==> src/hdl/rob_pkg.sv <==
package rob_pkg;

  // Buffer and bundle sizes
  localparam int ROB_DEPTH  = 16;
  localparam int ROB_IDX_W  = 4;
  localparam int DISP_WIDTH = 2;
  localparam int WB_PORTS   = 2;
  localparam int RET_WIDTH  = 2;

  // Architectural widths
  localparam int REG_IDX_W  = 5;
  localparam int DATA_W     = 32;
  localparam int RF_RPORTS  = 2 * DISP_WIDTH;

  // One rob slot, 38 bits
  typedef struct packed {
    logic [REG_IDX_W-1:0] dest_reg;
    logic                 dest_reg_valid;
    logic [DATA_W-1:0]    result;
  } rob_entry_t;

  // Where a resolved operand came from
  typedef enum logic [1:0] {
    OPND_REGFILE     = 2'd0,
    OPND_ROB_VALUE   = 2'd1,
    OPND_ROB_PENDING = 2'd2
  } opnd_src_e;

endpackage

==> src/hdl/retire_stage.sv <==
`timescale 1ns/1ps

module retire_stage (
  input  logic                           clock,
  input  logic                           reset_n,
  input  rob_pkg::rob_entry_t            slot_data_i [rob_pkg::RET_WIDTH],
  input  logic                           slot_valid_i [rob_pkg::RET_WIDTH],
  input  logic                           empty_i,
  input  logic [rob_pkg::ROB_IDX_W:0]    used_count_i,
  input  logic [rob_pkg::ROB_IDX_W-1:0]  head_slot_i,
  output logic                           consume_o,
  output logic                           consume_count_o,
  output logic                           rf_we_o [rob_pkg::RET_WIDTH],
  output logic [rob_pkg::REG_IDX_W-1:0]  rf_waddr_o [rob_pkg::RET_WIDTH],
  output logic [rob_pkg::DATA_W-1:0]     rf_wdata_o [rob_pkg::RET_WIDTH],
  output logic                           retire_valid_o [rob_pkg::RET_WIDTH],
  output logic [rob_pkg::ROB_IDX_W-1:0]  retire_slot_o [rob_pkg::RET_WIDTH],
  output logic [rob_pkg::REG_IDX_W-1:0]  retire_reg_o [rob_pkg::RET_WIDTH],
  output logic [rob_pkg::DATA_W-1:0]     retire_data_o [rob_pkg::RET_WIDTH]
);
  import rob_pkg::*;

  logic [RET_WIDTH-1:0] ret;
  logic                 run;

  // Contiguous run of completed entries from the head
  always_comb begin
    run = !empty_i;
    for (int i = 0; i < RET_WIDTH; i++) begin
      run    = run && slot_valid_i[i] && (used_count_i > (ROB_IDX_W+1)'(i));
      ret[i] = run;
    end
  end

  assign consume_o       = ret[0];
  assign consume_count_o = ret[1];

  always_ff @(posedge clock or negedge reset_n) begin
    if (!reset_n) begin
      for (int i = 0; i < RET_WIDTH; i++) begin
        retire_valid_o[i] <= 1'b0;
        rf_we_o[i]        <= 1'b0;
      end
    end else begin
      for (int i = 0; i < RET_WIDTH; i++) begin
        retire_valid_o[i] <= ret[i];
        rf_we_o[i]        <= ret[i] && slot_data_i[i].dest_reg_valid;
      end
    end
  end

  always_ff @(posedge clock) begin
    for (int i = 0; i < RET_WIDTH; i++) begin
      retire_slot_o[i] <= head_slot_i + ROB_IDX_W'(i);
      retire_reg_o[i]  <= slot_data_i[i].dest_reg;
      retire_data_o[i] <= slot_data_i[i].result;
      rf_waddr_o[i]    <= slot_data_i[i].dest_reg;
      rf_wdata_o[i]    <= slot_data_i[i].result;
    end
  end

endmodule

==> config.mk <==
export PLATFORM = sky130hd
export DESIGN_NAME = retire_stage
export DESIGN_NICKNAME = d
export VERILOG_FILES = /design/src/hdl/rob_pkg.sv /design/src/hdl/retire_stage.sv
export SDC_FILE = /design/constraint.sdc
export NUM_CORES = 1
export LEC_CHECK = 0
export BUFFER_PORTS_ARGS = -buffer_cell sky130_fd_sc_hd__buf_2
export CORE_AREA = 2 2 97 99
export DETAILED_ROUTE_END_ITERATION = 6
export DIE_AREA = 0 0 99 101
export SKIP_LAST_GASP = 1
export SLEW_MARGIN = 20
export SYNTH_ARGS = -nofsm -noshare
export SYNTH_HDL_FRONTEND = slang
export SYNTH_SLANG_ARGS = --single-unit
export TNS_END_PERCENT = 5
==> constraint.sdc <==
create_clock -name clock -period 1.06 [get_ports clock]
set_input_delay 0.053 -clock clock [delete_from_list [all_inputs] [get_ports clock]]
set_output_delay 0.053 -clock clock [all_outputs]
set_load 0.02 [all_outputs]
# Word level (Yosys, flattened, before mapping)
# Cells that the tools add are included.
[classes]
reduce_logical = 7
magnitude_cmp = 2
n_addsub = 1
[ops]
columns = ["op", "count"]
rows = [
  ["$gt 5x1->1 const B", 2],
  ["$logic_and 1x1->1", 6],
  ["$add 4x1->4 const B", 1],
  ["$logic_not 1->1", 1],
]
[totals]
in_bits = 90
ff_bits = 86
out_inout_bits = 162
word_cells = 20

# Depth between registers and ports, before layout
[depth]
ltp_word = 6
ltp_mapped = 2
ltp_nobuf = 2

# Least setup slack after synthesis
# OpenSTA, ideal clock, no wires.
[synth_timing]
path_kind = "input to register"
start = "in empty_i"
end = "reg retire_valid_o[0] in the netlist's numbering"
n_path_buf = 0
slack_ns = 0.118
arrival_ns = 0.753
setup_ns = 0.189
t_required_ns = 0.871
path_stages = 2
path_cell_list = "nand2b_4 nor3b_1"
[synth_via]
elab_chain_len = 5
[synth_lines]
columns = ["item", "line_no", "source"]
rows = [
  ["start: declaration", "retire_stage.sv:8", "input logic empty_i,"],
  ["$logic_not 1->1", "retire_stage.sv:28", "run = !empty_i;"],
  ["$logic_and 1x1->1 (4 in a row)", "retire_stage.sv:30", "run = run && slot_valid_i[i] && (used_count_i > (ROB_IDX_W+1)'(i));"],
  ["via consume_count_o", "retire_stage.sv:12", "output logic consume_count_o,"],
  ["end signal: indexed assignment", "retire_stage.sv:46", "retire_valid_o[i] <= ret[i];"],
  ["end: declaration", "retire_stage.sv:16", "output logic retire_valid_o [rob_pkg::RET_WIDTH],"],
]
# The timed path passes the listed nets, and every way through them passes these cells.

# Worst setup path in the final report
[layout_timing]
start = "in used_count_i[4] in the netlist's numbering"
end = "reg retire_valid_o[0] in the netlist's numbering"
[layout_via]
elab_chain_len = 4
elab_cells_between_ends = 5
cone_classes = "2 x order compare; 3 x reduce/logical"
[layout_lines]
columns = ["item", "line_no", "source"]
rows = [
  ["start: declaration", "retire_stage.sv:9", "input logic [rob_pkg::ROB_IDX_W:0] used_count_i,"],
  ["$gt 5x1->1", "retire_stage.sv:30", ""],
  ["$logic_and 1x1->1 (2 in a row)", "retire_stage.sv:30", ""],
  ["$logic_and 1x1->1 *", "retire_stage.sv:30", ""],
]
# Mark *: on every way between the ends. The rest lies on a longest branch, timed or not.

==> flow_metrics.env <==
export IMPL_initial_utilization=0.268
export IMPL_via_per_inst=3.72
export IMPL_crit_fanout=4
export IMPL_hpwlAfterDp_um=4390
export IMPL_io_buffer_count=251
export IMPL_ant_nets=0
export IMPL_areaGrowthSynthToFinish_pct=79.2
export IMPL_fp_dieW_um=99
export IMPL_final_common_cell="buf_2"
export IMPL_mostFrequentLayoutCells="251 x buf_2, 85 x dlygate4sd3_1, 82 x dfxtp_1, 10 x clkbuf_8, 4 x dfrtp_1"
export IMPL_synthSimpleGateAreaFrac=0.0239
export IMPL_critical_path_top_delay_family="buffers and inverters"
export IMPL_grt_max_degree=14
export IMPL_worstPathArrival_ns=1.21
export IMPL_path_clk_slew_ns=0.08
export IMPL_gp_congestion=0.665
export IMPL_postSynthCellCount=173
export IMPL_path_cells="buf_2 -> nor4_4 -> nor3b_1 -> dlygate4sd3_1"
export IMPL_worstSetupPathType="input port to flip-flop"
export IMPL_first_pass_iters=4
export IMPL_row_count=35
export IMPL_rsz0062_at_grt="no"
export IMPL_syn_num_nets=264
export IMPL_ys_warn_count=0
export IMPL_end_kind="flip-flop"
export IMPL_synth_top_area_cell="dfxtp_1"
export IMPL_cts_path_max_buffers=2
export IMPL_io_pins=252
export IMPL_avgSynthCellArea_um2=13.9
export IMPL_grt_pass1_vias=1986
export IMPL_fmax_mhz=1010
export IMPL_critPathMaxStageDelay_ns=0.57
export IMPL_leakagePower_nw=2.25
export IMPL_yosys_register_bits=86
export IMPL_num_antenna_cells=0
export IMPL_hold_viol=0
export IMPL_htree_levels=3
export IMPL_fp_dieArea_um2=10000
export IMPL_die_y_um=101
export IMPL_gr_usage_all_layers=0.122
export IMPL_startpoint_type="input port"
export IMPL_fin_crit_sh=0.936
export IMPL_synth_top_area_frac=0.682
export IMPL_synth_compound_area_share=0.00519
export IMPL_setup_viol=0
export IMPL_slowest_stage="dlygate4sd3_1"
export IMPL_path_buf_inv=2
export IMPL_avgRoutedWirePerCell_um=11.7
export IMPL_hold_path_class="input port to asynchronous set/reset pin"
export IMPL_gr_total_overflow=0
export IMPL_synthDistinctLibCells=14
export IMPL_vias=2092
export IMPL_synth_fa_ha_area_frac=0.00519
export IMPL_required_ns=1.28
export IMPL_tritoncts="done"
export IMPL_peakVddDrop_uv=604
export IMPL_hold_buffers=85
export IMPL_worstMarginPinSlew_ns=0.315
export IMPL_clock_sinks=86
export IMPL_power_density_nw_per_um2=1660
export IMPL_drive_gt1_frac=0.590
export IMPL_synth_area_mux_share=0
export IMPL_period_needed_ns=0.992
export IMPL_nNetsFinal=537
export IMPL_slew_violations=0
export IMPL_cts_repair_resized=0
export IMPL_fill_cells=814
export IMPL_yosysSeqAreaShare=0.723
export IMPL_fin_tns_setup_ns=0
export IMPL_grt_pass1_wl_um=9400
export IMPL_drc_errors=0
export IMPL_relSlewSlack=0.789
export IMPL_cts_root_buf="clkbuf_8"
export IMPL_ys_top_cells_by_area="dfxtp_1 68%, buf_4 23%, dfrtp_1 4.2%"
export IMPL_antenna_found_initial=0
export IMPL_outcome="finished clean"
export IMPL_drtIter0Drc=12
export IMPL_final_cell_area_um2=4320
export IMPL_synthXorXnorAreaFrac=0.00727
export IMPL_placed_cell_area_um2=3250
export IMPL_cts_buffers=9
export IMPL_core_area_um2=8980
export IMPL_drv_cap=0
export IMPL_post_cts_repair_setup_buffers=0
export IMPL_synth_top_family_by_area="buffers and inverters"
export IMPL_drt_wl_total_um=6550
export IMPL_netlist_area_um2=2410
==> sequential cells by signal (all words and copies together), names as in the netlist <==
| name | count |
|---|---|
| rf_waddr_o | 5 |
| retire_slot_o | 8 |
| retire_reg_o | 5 |
| retire_valid_o | 2 |
| rf_wdata_o | 64 |
| rf_we_o | 2 |
==> power by group <==
part | leakage, nW | switching (mW) | internal (mW)
clock network | 0.104 | 1.08 | 1.40
logic | 1.40 | 0.638 | 0.545
registers | 0.746 | 0.0753 | 3.41
==> synth_stat cells <==
library cell  count
a211oi_1          1
a21oi_1           1
buf_4            74
dfrtp_1           4
dfxtp_1          82
ha_1              1
inv_1             3
nand2b_4          1
nand3_1           1
nor3b_1           1
nor4_4            1
nor4bb_1          1
xnor2_1           1
xor2_1            1
==> through the flow <==
| step | power [mW] | setup slack (ns) | util | cells | hold slack (ns) |
|---|---|---|---|---|---|
| 6_report | 7.14 | 0.0676 | 0.481 | 562 | 0.0381 |
| 5_1_grt | 7.48 | 0.0377 | 0.481 | 562 | 0.00854 |
| 4_1_cts | 7.25 | 0.0937 | 0.481 | 562 | 0.00396 |
| 3_5_place_dp | 4.50 | 0.199 | 0.362 | 461 | -0.135 |
| 3_3_place_gp | 4.50 | 0.222 | 0.362 | 461 | -0.139 |
| 2_1_floorplan | 4.22 | 0.118 | - | 173 | -0.243 |
==> cell families after synthesis <==
group,Yosys count
buffers and inverters,77
adder cells (fa/ha/maj),1
AO/OA/AOI/OAI,2
flip-flops,86
XOR/XNOR,2
AND/OR/NAND/NOR,5
==> worst paths after layout <==
kind	start	to	slack (ns)	cells after the start
setup / recovery	used_count_i[4]	retire_valid_o[0]$_DFF_PN0_	0.07	4
hold / removal	reset_n	rf_we_o[0]$_DFF_PN0_	0.04	2
max in group asynchronous	reset_n	retire_valid_o[0]$_DFF_PN0_	0.90	2
min in group clock	used_count_i[3]	rf_we_o[1]$_DFF_PN0_	0.17	3
==> area by class of cell <==
type                    count  area (µm²)  area share
clock buffers              13         149      0.0345
inverters                   3        11.3     0.00261
clock inverters             3        67.6      0.0157
multi-input cells          10         100      0.0232
flip-flops and latches     86        1740       0.404
repair buffers            336        2110       0.488
well taps                 111         139      0.0322
==> per-layer routing <==
metal / global-route usage / vias to the layer above / share of wire
li1: - / 1009 / -
met1: 0.124 / 943 / 0.34
met2: 0.220 / 131 / 0.54
met3: 0.0458 / 9 / 0.096
met4: 0.0569 / 0 / 0.016
met5: 0 / - / 0
(Power assumes the default switching activity.)
