### config.mk
export PLATFORM = sky130hd
export DESIGN_NAME = dispatch_stage
export DESIGN_NICKNAME = d
export VERILOG_FILES = /design/src/hdl/rob_pkg.sv /design/src/hdl/dispatch_stage.sv
export SDC_FILE = /design/constraint.sdc
export NUM_CORES = 1
export LEC_CHECK = 0
export BUFFER_PORTS_ARGS = -buffer_cell sky130_fd_sc_hd__buf_2
export CORE_AREA = 5 5 197 199
export CTS_CLUSTER_DIAMETER = 200
export CTS_CLUSTER_SIZE = 20
export DETAILED_ROUTE_END_ITERATION = 6
export DIE_AREA = 0 0 202 204
export GPL_TIMING_DRIVEN = 0
export PLACE_DENSITY = 0.43
export SYNTH_ARGS = -nofsm -noshare
export SYNTH_HDL_FRONTEND = slang
export SYNTH_SLANG_ARGS = --single-unit
### constraint.sdc
create_clock -name clock -period 0.8 [get_ports clock]
set_input_delay 0.08 -clock clock [delete_from_list [all_inputs] [get_ports clock]]
set_output_delay 0.08 -clock clock [all_outputs]
set_load 0.01 [all_outputs]
### src/hdl/rob_pkg.sv
package rob_pkg;

  // Buffer and bundle sizes
  localparam int ROB_DEPTH  = 16;
  localparam int ROB_IDX_W  = 4;
  localparam int DISP_WIDTH = 2;
  localparam int WB_PORTS   = 2;
  localparam int RET_WIDTH  = 2;

  // Architectural widths
  localparam int REG_IDX_W  = 5;
  localparam int DATA_W     = 32;
  localparam int RF_RPORTS  = 2 * DISP_WIDTH;

  // One rob slot, 38 bits
  typedef struct packed {
    logic [REG_IDX_W-1:0] dest_reg;
    logic                 dest_reg_valid;
    logic [DATA_W-1:0]    result;
  } rob_entry_t;

  // Where a resolved operand came from
  typedef enum logic [1:0] {
    OPND_REGFILE     = 2'd0,
    OPND_ROB_VALUE   = 2'd1,
    OPND_ROB_PENDING = 2'd2
  } opnd_src_e;

endpackage

### src/hdl/dispatch_stage.sv
`timescale 1ns/1ps

module dispatch_stage (
  input  logic                           clock,
  input  logic                           reset_n,
  input  logic                           disp_valid_i,
  input  logic                           disp_count_i,
  input  logic [rob_pkg::REG_IDX_W-1:0]  disp_dest_i [rob_pkg::DISP_WIDTH],
  input  logic                           disp_dest_valid_i [rob_pkg::DISP_WIDTH],
  input  logic [rob_pkg::REG_IDX_W-1:0]  disp_srca_i [rob_pkg::DISP_WIDTH],
  input  logic [rob_pkg::REG_IDX_W-1:0]  disp_srcb_i [rob_pkg::DISP_WIDTH],
  input  logic                           rob_full_i,
  input  logic [rob_pkg::ROB_IDX_W-1:0]  rob_slots_i [rob_pkg::DISP_WIDTH],
  input  logic [rob_pkg::DATA_W-1:0]     rob_as_aval_i [rob_pkg::DISP_WIDTH],
  input  logic                           rob_as_avalid_i [rob_pkg::DISP_WIDTH],
  input  logic                           rob_as_apresent_i [rob_pkg::DISP_WIDTH],
  input  logic [rob_pkg::DATA_W-1:0]     rob_as_bval_i [rob_pkg::DISP_WIDTH],
  input  logic                           rob_as_bvalid_i [rob_pkg::DISP_WIDTH],
  input  logic                           rob_as_bpresent_i [rob_pkg::DISP_WIDTH],
  input  logic [rob_pkg::DATA_W-1:0]     rf_rdata_i [rob_pkg::RF_RPORTS],
  output logic                           rob_reserve_o,
  output logic                           rob_reserve_count_o,
  output logic [rob_pkg::ROB_IDX_W-1:0]  rob_as_idx_o [rob_pkg::DISP_WIDTH],
  output logic [rob_pkg::REG_IDX_W-1:0]  rob_as_areg_o [rob_pkg::DISP_WIDTH],
  output logic [rob_pkg::REG_IDX_W-1:0]  rob_as_breg_o [rob_pkg::DISP_WIDTH],
  output logic [rob_pkg::REG_IDX_W-1:0]  rf_raddr_o [rob_pkg::RF_RPORTS],
  input  logic                           flush_i,
  output logic                           dispatch_ready_o,
  output logic                           issue_valid_o [rob_pkg::DISP_WIDTH],
  output logic [rob_pkg::ROB_IDX_W-1:0]  issue_slot_o [rob_pkg::DISP_WIDTH],
  output rob_pkg::opnd_src_e             issue_srca_kind_o [rob_pkg::DISP_WIDTH],
  output logic [rob_pkg::DATA_W-1:0]     issue_srca_o [rob_pkg::DISP_WIDTH],
  output rob_pkg::opnd_src_e             issue_srcb_kind_o [rob_pkg::DISP_WIDTH],
  output logic [rob_pkg::DATA_W-1:0]     issue_srcb_o [rob_pkg::DISP_WIDTH]
);
  import rob_pkg::*;

  logic              accept;
  opnd_src_e         kind_a [DISP_WIDTH];
  opnd_src_e         kind_b [DISP_WIDTH];
  logic [DATA_W-1:0] opnd_a [DISP_WIDTH];
  logic [DATA_W-1:0] opnd_b [DISP_WIDTH];

  // In-bundle producer first, then the rob, then committed state
  function automatic void resolve(
    input  int                   lane,
    input  logic [REG_IDX_W-1:0] src,
    input  logic [DATA_W-1:0]    rob_val,
    input  logic                 rob_valid,
    input  logic                 rob_present,
    input  logic [DATA_W-1:0]    rf_val,
    output opnd_src_e            kind,
    output logic [DATA_W-1:0]    opnd
  );
    if (lane > 0 && disp_dest_valid_i[0] && disp_dest_i[0] == src) begin
      kind = OPND_ROB_PENDING;
      opnd = DATA_W'(rob_slots_i[0]);
    end else if (rob_present) begin
      kind = rob_valid ? OPND_ROB_VALUE : OPND_ROB_PENDING;
      opnd = rob_val;
    end else begin
      kind = OPND_REGFILE;
      opnd = rf_val;
    end
  endfunction

  assign dispatch_ready_o    = !rob_full_i;
  assign accept              = disp_valid_i && dispatch_ready_o && !flush_i;
  assign rob_reserve_o       = accept;
  assign rob_reserve_count_o = disp_count_i;

  always_comb begin
    for (int i = 0; i < DISP_WIDTH; i++) begin
      rob_as_idx_o[i]      = rob_slots_i[i];
      rob_as_areg_o[i]     = disp_srca_i[i];
      rob_as_breg_o[i]     = disp_srcb_i[i];
      rf_raddr_o[2*i]      = disp_srca_i[i];
      rf_raddr_o[2*i+1]    = disp_srcb_i[i];
      resolve(i, disp_srca_i[i], rob_as_aval_i[i], rob_as_avalid_i[i],
              rob_as_apresent_i[i], rf_rdata_i[2*i], kind_a[i], opnd_a[i]);
      resolve(i, disp_srcb_i[i], rob_as_bval_i[i], rob_as_bvalid_i[i],
              rob_as_bpresent_i[i], rf_rdata_i[2*i+1], kind_b[i], opnd_b[i]);
    end
  end

  always_ff @(posedge clock or negedge reset_n) begin
    if (!reset_n) begin
      for (int i = 0; i < DISP_WIDTH; i++) begin
        issue_valid_o[i] <= 1'b0;
      end
    end else begin
      issue_valid_o[0] <= accept;
      issue_valid_o[1] <= accept && disp_count_i;
    end
  end

  always_ff @(posedge clock) begin
    for (int i = 0; i < DISP_WIDTH; i++) begin
      issue_slot_o[i]      <= rob_slots_i[i];
      issue_srca_kind_o[i] <= kind_a[i];
      issue_srca_o[i]      <= opnd_a[i];
      issue_srcb_kind_o[i] <= kind_b[i];
      issue_srcb_o[i]      <= opnd_b[i];
    end
  end

  // Both lanes of a bundle get back-to-back slots
  a_slots_consecutive: assert property (@(posedge clock) disable iff (!reset_n)
    rob_reserve_o |-> (rob_slots_i[1] == rob_slots_i[0] + ROB_IDX_W'(1)));

endmodule

After elaboration in Yosys (flattened, before gate mapping)
Cells that the tools add are included.
Word-level totals
  output and inout bits: 197
  bits in registers: 146
  bits of input ports: 310
  word-level logic and storage cells: 41
Cells by class
  equality and inequality tests: 2
  reduce and logical (&&, ||, !) cells: 9
  mux-type cells: 12
  bitwise logic cells: 2
Operators by type and width (count)
  32-bit 2-to-1 mux: 4
  2-bit 2-to-1 mux: 6
  5-bit equality test: 2
  4-bit 2-to-1 mux: 2
  1-bit logical AND: 5
  2-bit OR reduction: 2
  1-bit logical NOT: 2
  1-bit inverter: 2

Longest topological paths before layout
Gate-level depths: netlist of run 1.
  depth after elaboration: 4
  gate-level depth with buffers: 6

Worst setup path after synthesis of run 1
Ideal clock, no wire load.
  kind: input-to-reg
  from: input port disp_dest_i[9] (netlist name)
  to: register issue_srca_o[0] (netlist name)
  setup time: 0.121 ns
  path buffers: 1
  setup slack: -0.382 ns
  data arrival time: 1.061 ns
  cell stages on the path: 5
  required time: 0.679 ns
  cells stage by stage: xor2_1 > nor4_1 > and3_1 > buf_6 > mux2_4
RTL lines
  start, declared: RTL line dispatch_stage.sv:8  | input logic [rob_pkg::REG_IDX_W-1:0] disp_dest_i [rob_pkg::DISP_WIDTH],
  end signal, assigned by index: RTL line dispatch_stage.sv:101  | issue_srca_o[i] <= opnd_a[i];
  end, declared: RTL line dispatch_stage.sv:32  | output logic [rob_pkg::DATA_W-1:0] issue_srca_o [rob_pkg::DISP_WIDTH],

==> results.md, run 1 <==
- CTS tree: built
- Clock root buffer: clkbuf_16
- Max cap viols: 0
- Crit path kind: primary input to register
- Core Area: 37,000 sq um
- Family with the most delay on the worst path: simple AND/OR/NAND/NOR gates
- Tot Pwr: 20.8 mW
- Worst VDD drop: 1330 uV
- Synthesis-to-layout area growth: 141%
- Register bit total from synthesis: 146
- Final GP Congestion: 0.761
- DRC Markers: 0
- Violated checks: hold timing, setup timing
- Outcome: complete, but fails checks
- Hold_ws: -0.0244 ns
- Drt pass-1 iters: 4
- Share of cells above drive strength 1: 67.3%
- Routed Wire Length: 26.9 mm
- Worst-path cell chain: buf_8 -> xor2_4 -> nor4_4 -> and3_4 -> buf_8 -> mux2_4
- Cell mode on critical path: buf_8
- CTS Buf Count: 17
- Die Wd: 202 microns
- Wire length per cell: 15.8 microns
- Setup WS post-layout: -0.250 ns
- Fin crit share: 131%
- Final setup viols: 215
- ANT cells: 0
- Crit path time final: 1.05 ns
- Crit start category: primary input
- Synth area leaders: dfxtp_1 54%, mux2_2 16%, mux2i_1 11%, buf_4 6.9%, nor2_1 4.1%
- Hold Vio Cnt, Final: 8
- DP HPWL: 18.6 mm
- Initial antenna violation count: 1
- Non-Filler Instances: 1,701
- Die height: 204 microns
- WP data arrival: 1.37 ns
- CP max FO: 4
- Cell taking the most area after synthesis: dfxtp_1
- Mapped Cells: 439
- Pwr per Cell Area: 1620 nW/um^2
- First-pass GRT wire length: 39.3 mm
- Clock slew at reported path FFs: 0.06 ns
- Unrepaired setup endpoints after global routing: yes
- Synth Cell Area: 5330 sq um
- Detailed Route Iter0 Violations: 178
- Peak per-stage delay on the critical path: 0.30 ns
- GRT Util Overall: 12.4%
- Die area: 41,200 sq um
- Vias in the first global route: 7,046
- Post-synthesis average cell area: 12.1 sq um
- Fmax: 0.953 GHz
- Rows: 71
- Fin Setup TNS: -27.86 ns
- Worst path slowest cell: nor4_4
- # H-tree levels: 4
- Synth cell types: 23
- CP Buf/Inv Count: 2
- Clock sinks: 146
- Sequential-to-total area share from yosys stat: 55.0%
- IO Count: 507
- Worst slew pin tran: 0.436 ns
- Post-DRT Antenna Nets: 0
- Initial Utilization: 14.4%
- Layout Nets: 1,524
- Syn. warnings: 0
- Via count: 6,207
- Slew Viols, Final: 0
- Syn_nets: 749
- Number of vias per cell: 3.65
- Largest net degree at the start of global routing: 17
- Hold crit path type: primary input to register
- Instance count on the critical path: 6
- Element type at the critical path end: register
- Maximum buffer depth of the clock tree: 2
- Placed Cells: 1,399
- Leak Pwr: 6.12 nW
- Worst EP required: 1.12 ns
- Share of the synthesized area in the top cell type: 54.1%
- Slew HR: 70.9%
- Port Buf Inserts: 486
- Hold path depth: 2
- Post-layout util: 34.7%
- GRT overflow: 0
timing repair:
action                                  in CTS  in global routing
cloned                                       7                  0
endpoints found under the setup margin     215                215
setup buffers                               10                  3
hold buffers                               254                  2
pin swaps                                    9                  6
resized for setup                          140                163
endpoints found under the hold margin      148                 17
cell type report:
cell class	count	area (sq um)
Buffer	71	609
Clock buffer	26	529
Clock inverter	6	42.5
Fill cell	3603	24200
Inverter	3	11.3
Multi-Input combinational cell	218	2140
Sequential cell	146	3050
Tap cell	474	593
Timing Repair Buffer	757	5890
per-layer routing:
metal	part of all wire, %	wire (microns)	GRT usage (%)
met2	51	13700	22.5
met1	35	9340	11.9
met5	0.048	13	0
met4	4.9	1310	6.91
met3	9.4	2510	5.19
where the power goes:
part           internal, mW  switching, mW  leakage [nW]
Combinational          3.10           1.81          4.60
Clock                  4.56           3.15         0.279
Sequential             7.94          0.222          1.24
Total                  15.6           5.18          6.12
placed cells by master, fill, tap and decap left out, types with 8 or more instances in the layout:
cell type,instances
dlygate4sd3_1,255
clkbuf_16,17
buf_12,8
buf_4,57
nor2_1,13
dfxtp_1,55
buf_6,101
clkbuf_8,9
dfxtp_2,88
mux2_4,8
buf_8,12
nor2_4,10
buf_2,389
mux2i_1,56
nor2_2,35
mux2_2,72
kinds of logic (layout without fill, tap and decap cells):
kind of cell              after synthesis  count (layout)  share of synthesized area (%)
AOI/OAI and AO/OA                       2               2                          0.282
muxes                                 136             136                           27.7
DFF                                   146             146                           55.0
buffers and inverters                  75             863                           9.72
xor gates and xnor gates               10              10                           1.64
and+or+nand+nor                        70              70                           5.61
cells in the mapped netlist (all sizes together):
master	count
mux2i	56
nor3b	1
xor2	6
a21o	2
nor2	58
nand4	1
xnor2	4
nor2b	2
and3	1
nor3	1
nand2	2
mux2	80
and2	3
nor4	1
buf	68
inv	3
dfxtp	144
dfrtp	2
clkbuf	4
path summary, 6_finish.rpt:
kind,start,to,slack (ns)
worst max-delay path,disp_srca_i[3],issue_srca_o[0]$_DFF_P_,-0.25
worst min-delay path,rob_as_bpresent_i[1],issue_srcb_o[63]$_DFF_P_,-0.02
max in group asynchronous,reset_n,issue_valid_o[0]$_DFF_PN0_,0.14
min in group asynchronous,reset_n,issue_valid_o[1]$_DFF_PN0_,0.53
state kept, by name, summed over array words and instances (netlist names):
name / count
issue_srca_o: 64
issue_srcb_o: 64
issue_slot_o: 8
issue_srca_kind_o: 4
issue_srcb_kind_o: 4
issue_valid_o: 2
through the flow:
step                      setup slack, ns  area (sq um)
after floorplan                    -0.378          5440
after global placement             -0.780          8460
after detailed placement           -0.797          8460
after CTS                          -0.250         12400
after global routing               -0.271         12900
final                              -0.250         12900
Power figures use the tool's default switching activity.
==> run 2, diff against run 1 <==
Settings changed: PLACE_DENSITY 0.43 to 0.42.
Clock period 0.8 ns to 0.97 ns, I/O delays scaled along.
==> results.md, run 2 (synthesized netlist as in run 1, its figures left out) <==
- Outcome: complete, but fails checks
- Violated checks: setup timing
- Clock Power Share: 38.1% (+1.0 points)
- Combinational fraction of design power: 22.9% (-0.7 points)
- Setup WS post-layout: -0.128 ns (+0.122 ns)
- Hold crit path type: primary input to register
- Die area: 41,200 sq um (unchanged)
- Synthesis-to-layout area growth: 137%
- Port Buf Inserts: 486 (unchanged)
- Most frequent cells in the layout: 390 x buf_2, 266 x dlygate4sd3_1, 102 x buf_6, 91 x dfxtp_2, 73 x mux2_2
- Placed Cells: 1,399 (unchanged)
- P_sw: 4.34 mW (-16%)
- Hold Path Sink: issue_srcb_o[2]$_DFF_P_
- Slew HR: 68.2% (-2.7 points)
- GRT overflow: 0 (unchanged)
- Post-DRT Antenna Nets: 0 (unchanged)
- Drt pass-1 iters: 4 (unchanged)
- # H-tree levels: 4 (unchanged)
- Fin crit share: 113%
- Final setup viols: 41 (-81%)
- Initial Utilization: 14.4% (unchanged)
- Element type at the critical path end: register
- Maximum buffer depth of the clock tree: 2 (unchanged)
- Pwr per Cell Area: 1360 nW/um^2 (-16%)
- Hold_sp: rf_rdata_i[2]
- Hold Vio Cnt, Final: 0 (-8)
- CP max FO: 4 (unchanged)
- CTS Buf Count: 17 (unchanged)
- Wire length per cell: 15.2 microns (-4.0%)
- Sequential Power Share: 39.0% (-0.3 points)
- Commonest non-fill, non-tap cell in the layout: buf_2
- Tot Pwr: 17.3 mW (-17%)
- Worst slew pin tran: 0.477 ns (+0.0403 ns)
- GRT Util Overall: 11.8% (-0.58 points)
- Worst VDD drop: 1100 uV (-18%)
- Crit path time final: 1.10 ns
- Share of cells above drive strength 1: 64.5% (-2.8 points)
- Routed Wire Length: 25.8 mm (-3.8%)
- Clock root buffer: clkbuf_16
- Fin Setup TNS: -3.78 ns (+24.09 ns)
- Clock slew at reported path FFs: 0.06 ns (about the same)
- Detailed Route Iter0 Violations: 184 (+3.4%)
- Crit start category: primary input
- Max cap viols: 0 (unchanged)
- Hold path depth: 3 (+1)
- Fmax: 0.911 GHz
- Core Area: 37,000 sq um (unchanged)
- CTS tree: built
- Pre-CTS WS: -0.839 ns (-0.0417 ns)
- Clock sinks: 146 (unchanged)
- Post-DP Area: 8420 sq um (-0.50%)
- Slew Viols, Final: 0 (unchanged)
- IO Count: 507 (unchanged)
- Unrepaired setup endpoints after global routing: yes
- First-pass GRT wire length: 37.8 mm (-3.7%)
- Die height: 204 microns (unchanged)
- DP HPWL: 17.8 mm (-4.4%)
- Leak Pwr: 6.07 nW (-0.83%)
- WP data arrival: 1.41 ns (+0.04 ns)
- Post-Layout Inst Area: 12,700 sq um (-1.6%)
- Crit path kind: primary input to register
- Initial antenna violation count: 0 (-1)
- Int Pwr: 12.9 mW (-17%)
- ANT cells: 0 (unchanged)
- Rows: 71 (unchanged)
- Worst EP required: 1.28 ns (+0.16 ns)
- Largest net degree at the start of global routing: 17 (unchanged)
- Layout Nets: 1,528 (+0.26%)
- Final GP Congestion: 0.776 (+2.0%)
- Non-Filler Instances: 1,705 (+0.24%)
- Via count: 6,200 (-0.11%)
- Die Wd: 202 microns (unchanged)
- Regs by FF count: issue_srca_o: 64 flops, issue_srcb_o: 64 flops, issue_slot_o: 8 flops
- Sw frac: 25.1% (+0.20 points)
- Number of vias per cell: 3.64 (-0.35%)
- Vias in the first global route: 6,888 (-2.2%)
- DRC Markers: 0 (unchanged)
## run 2: changes by cell type in the layout (fill, tap and decap cells not counted), moves of 5 or more
cell,delta
nor2_1,+23
nor2_2,-14
dlygate4sd3_1,+11
nor2_4,-9
clkbuf_8,-8
buf_12,-7
buf_8,-5
## run 2: area by class of cell
type                       count  area, sq um
tap                          474          593
multi-input combinational    218         2000
clock inverter                12          130
sequential                   146         3050
buffer                        72          566
timing repair buffer         760         5860
fill                        3614        24400
clock buffer                  20          447
inverter                       3         11.3
## run 2: worst max-delay path, cell delays in order
cell     delay [ns]
buf_4          0.13
xnor2_2        0.12
nand4_1        0.30
nor3_4         0.32
buf_6          0.15
mux2_4         0.29
## run 2: stage by stage
stage | util [%] | hold slack [ns]
detailed placement | 22.7 | -0.115
finish | 34.2 | 0.0446
floorplan | - | -0.199
global placement | 22.7 | -0.119
global route | 34.2 | 0.00899
CTS | 32.6 | 0.00237
## run 2: metal layers
layer  track usage, %  part of all wire (%)  vias to the layer above
met5                0                     0                        -
met2             22.1                    53                      341
met3             4.22                   7.8                       44
met1             11.8                    36                     2848
met4             5.22                   3.4                        0
li1                 -                     -                     2967
## run 2: how the worst max path moves through the flow
stage	startpoint	end
after floorplan	disp_dest_i[9]	issue_srca_o[0]$_DFF_P_
after global placement	disp_srcb_i[1]	issue_srcb_o[0]$_DFF_P_
after detailed placement	disp_srcb_i[4]	issue_srcb_o[0]$_DFF_P_
after CTS	disp_dest_i[6]	issue_srcb_o[2]$_DFF_P_
after global routing	disp_dest_i[6]	issue_srcb_o[10]$_SDFF_PP0_
final	disp_srcb_i[0]	issue_srcb_o[2]$_DFF_P_
## run 2: timing repair
item | CTS | global route
pin swaps | 9 | 4
hold buffers | 266 | 0
setup buffers | 4 | 1
endpoints found under the setup margin | 214 | 212
endpoints found under the hold margin | 148 | 0
gates cloned | 1 | 2
resized for setup | 104 | 146
## run 2: power by group through the flow
stage          Clock [mW]  Sequential, mW  Combinational, mW
2_1_floorplan           0            7.00              0.915
3_3_place_gp            0            6.71               2.64
3_5_place_dp            0            6.72               2.63
4_1_cts              6.87            6.64               3.68
5_1_grt              7.13            6.78               4.22
6_report             6.57            6.73               3.96
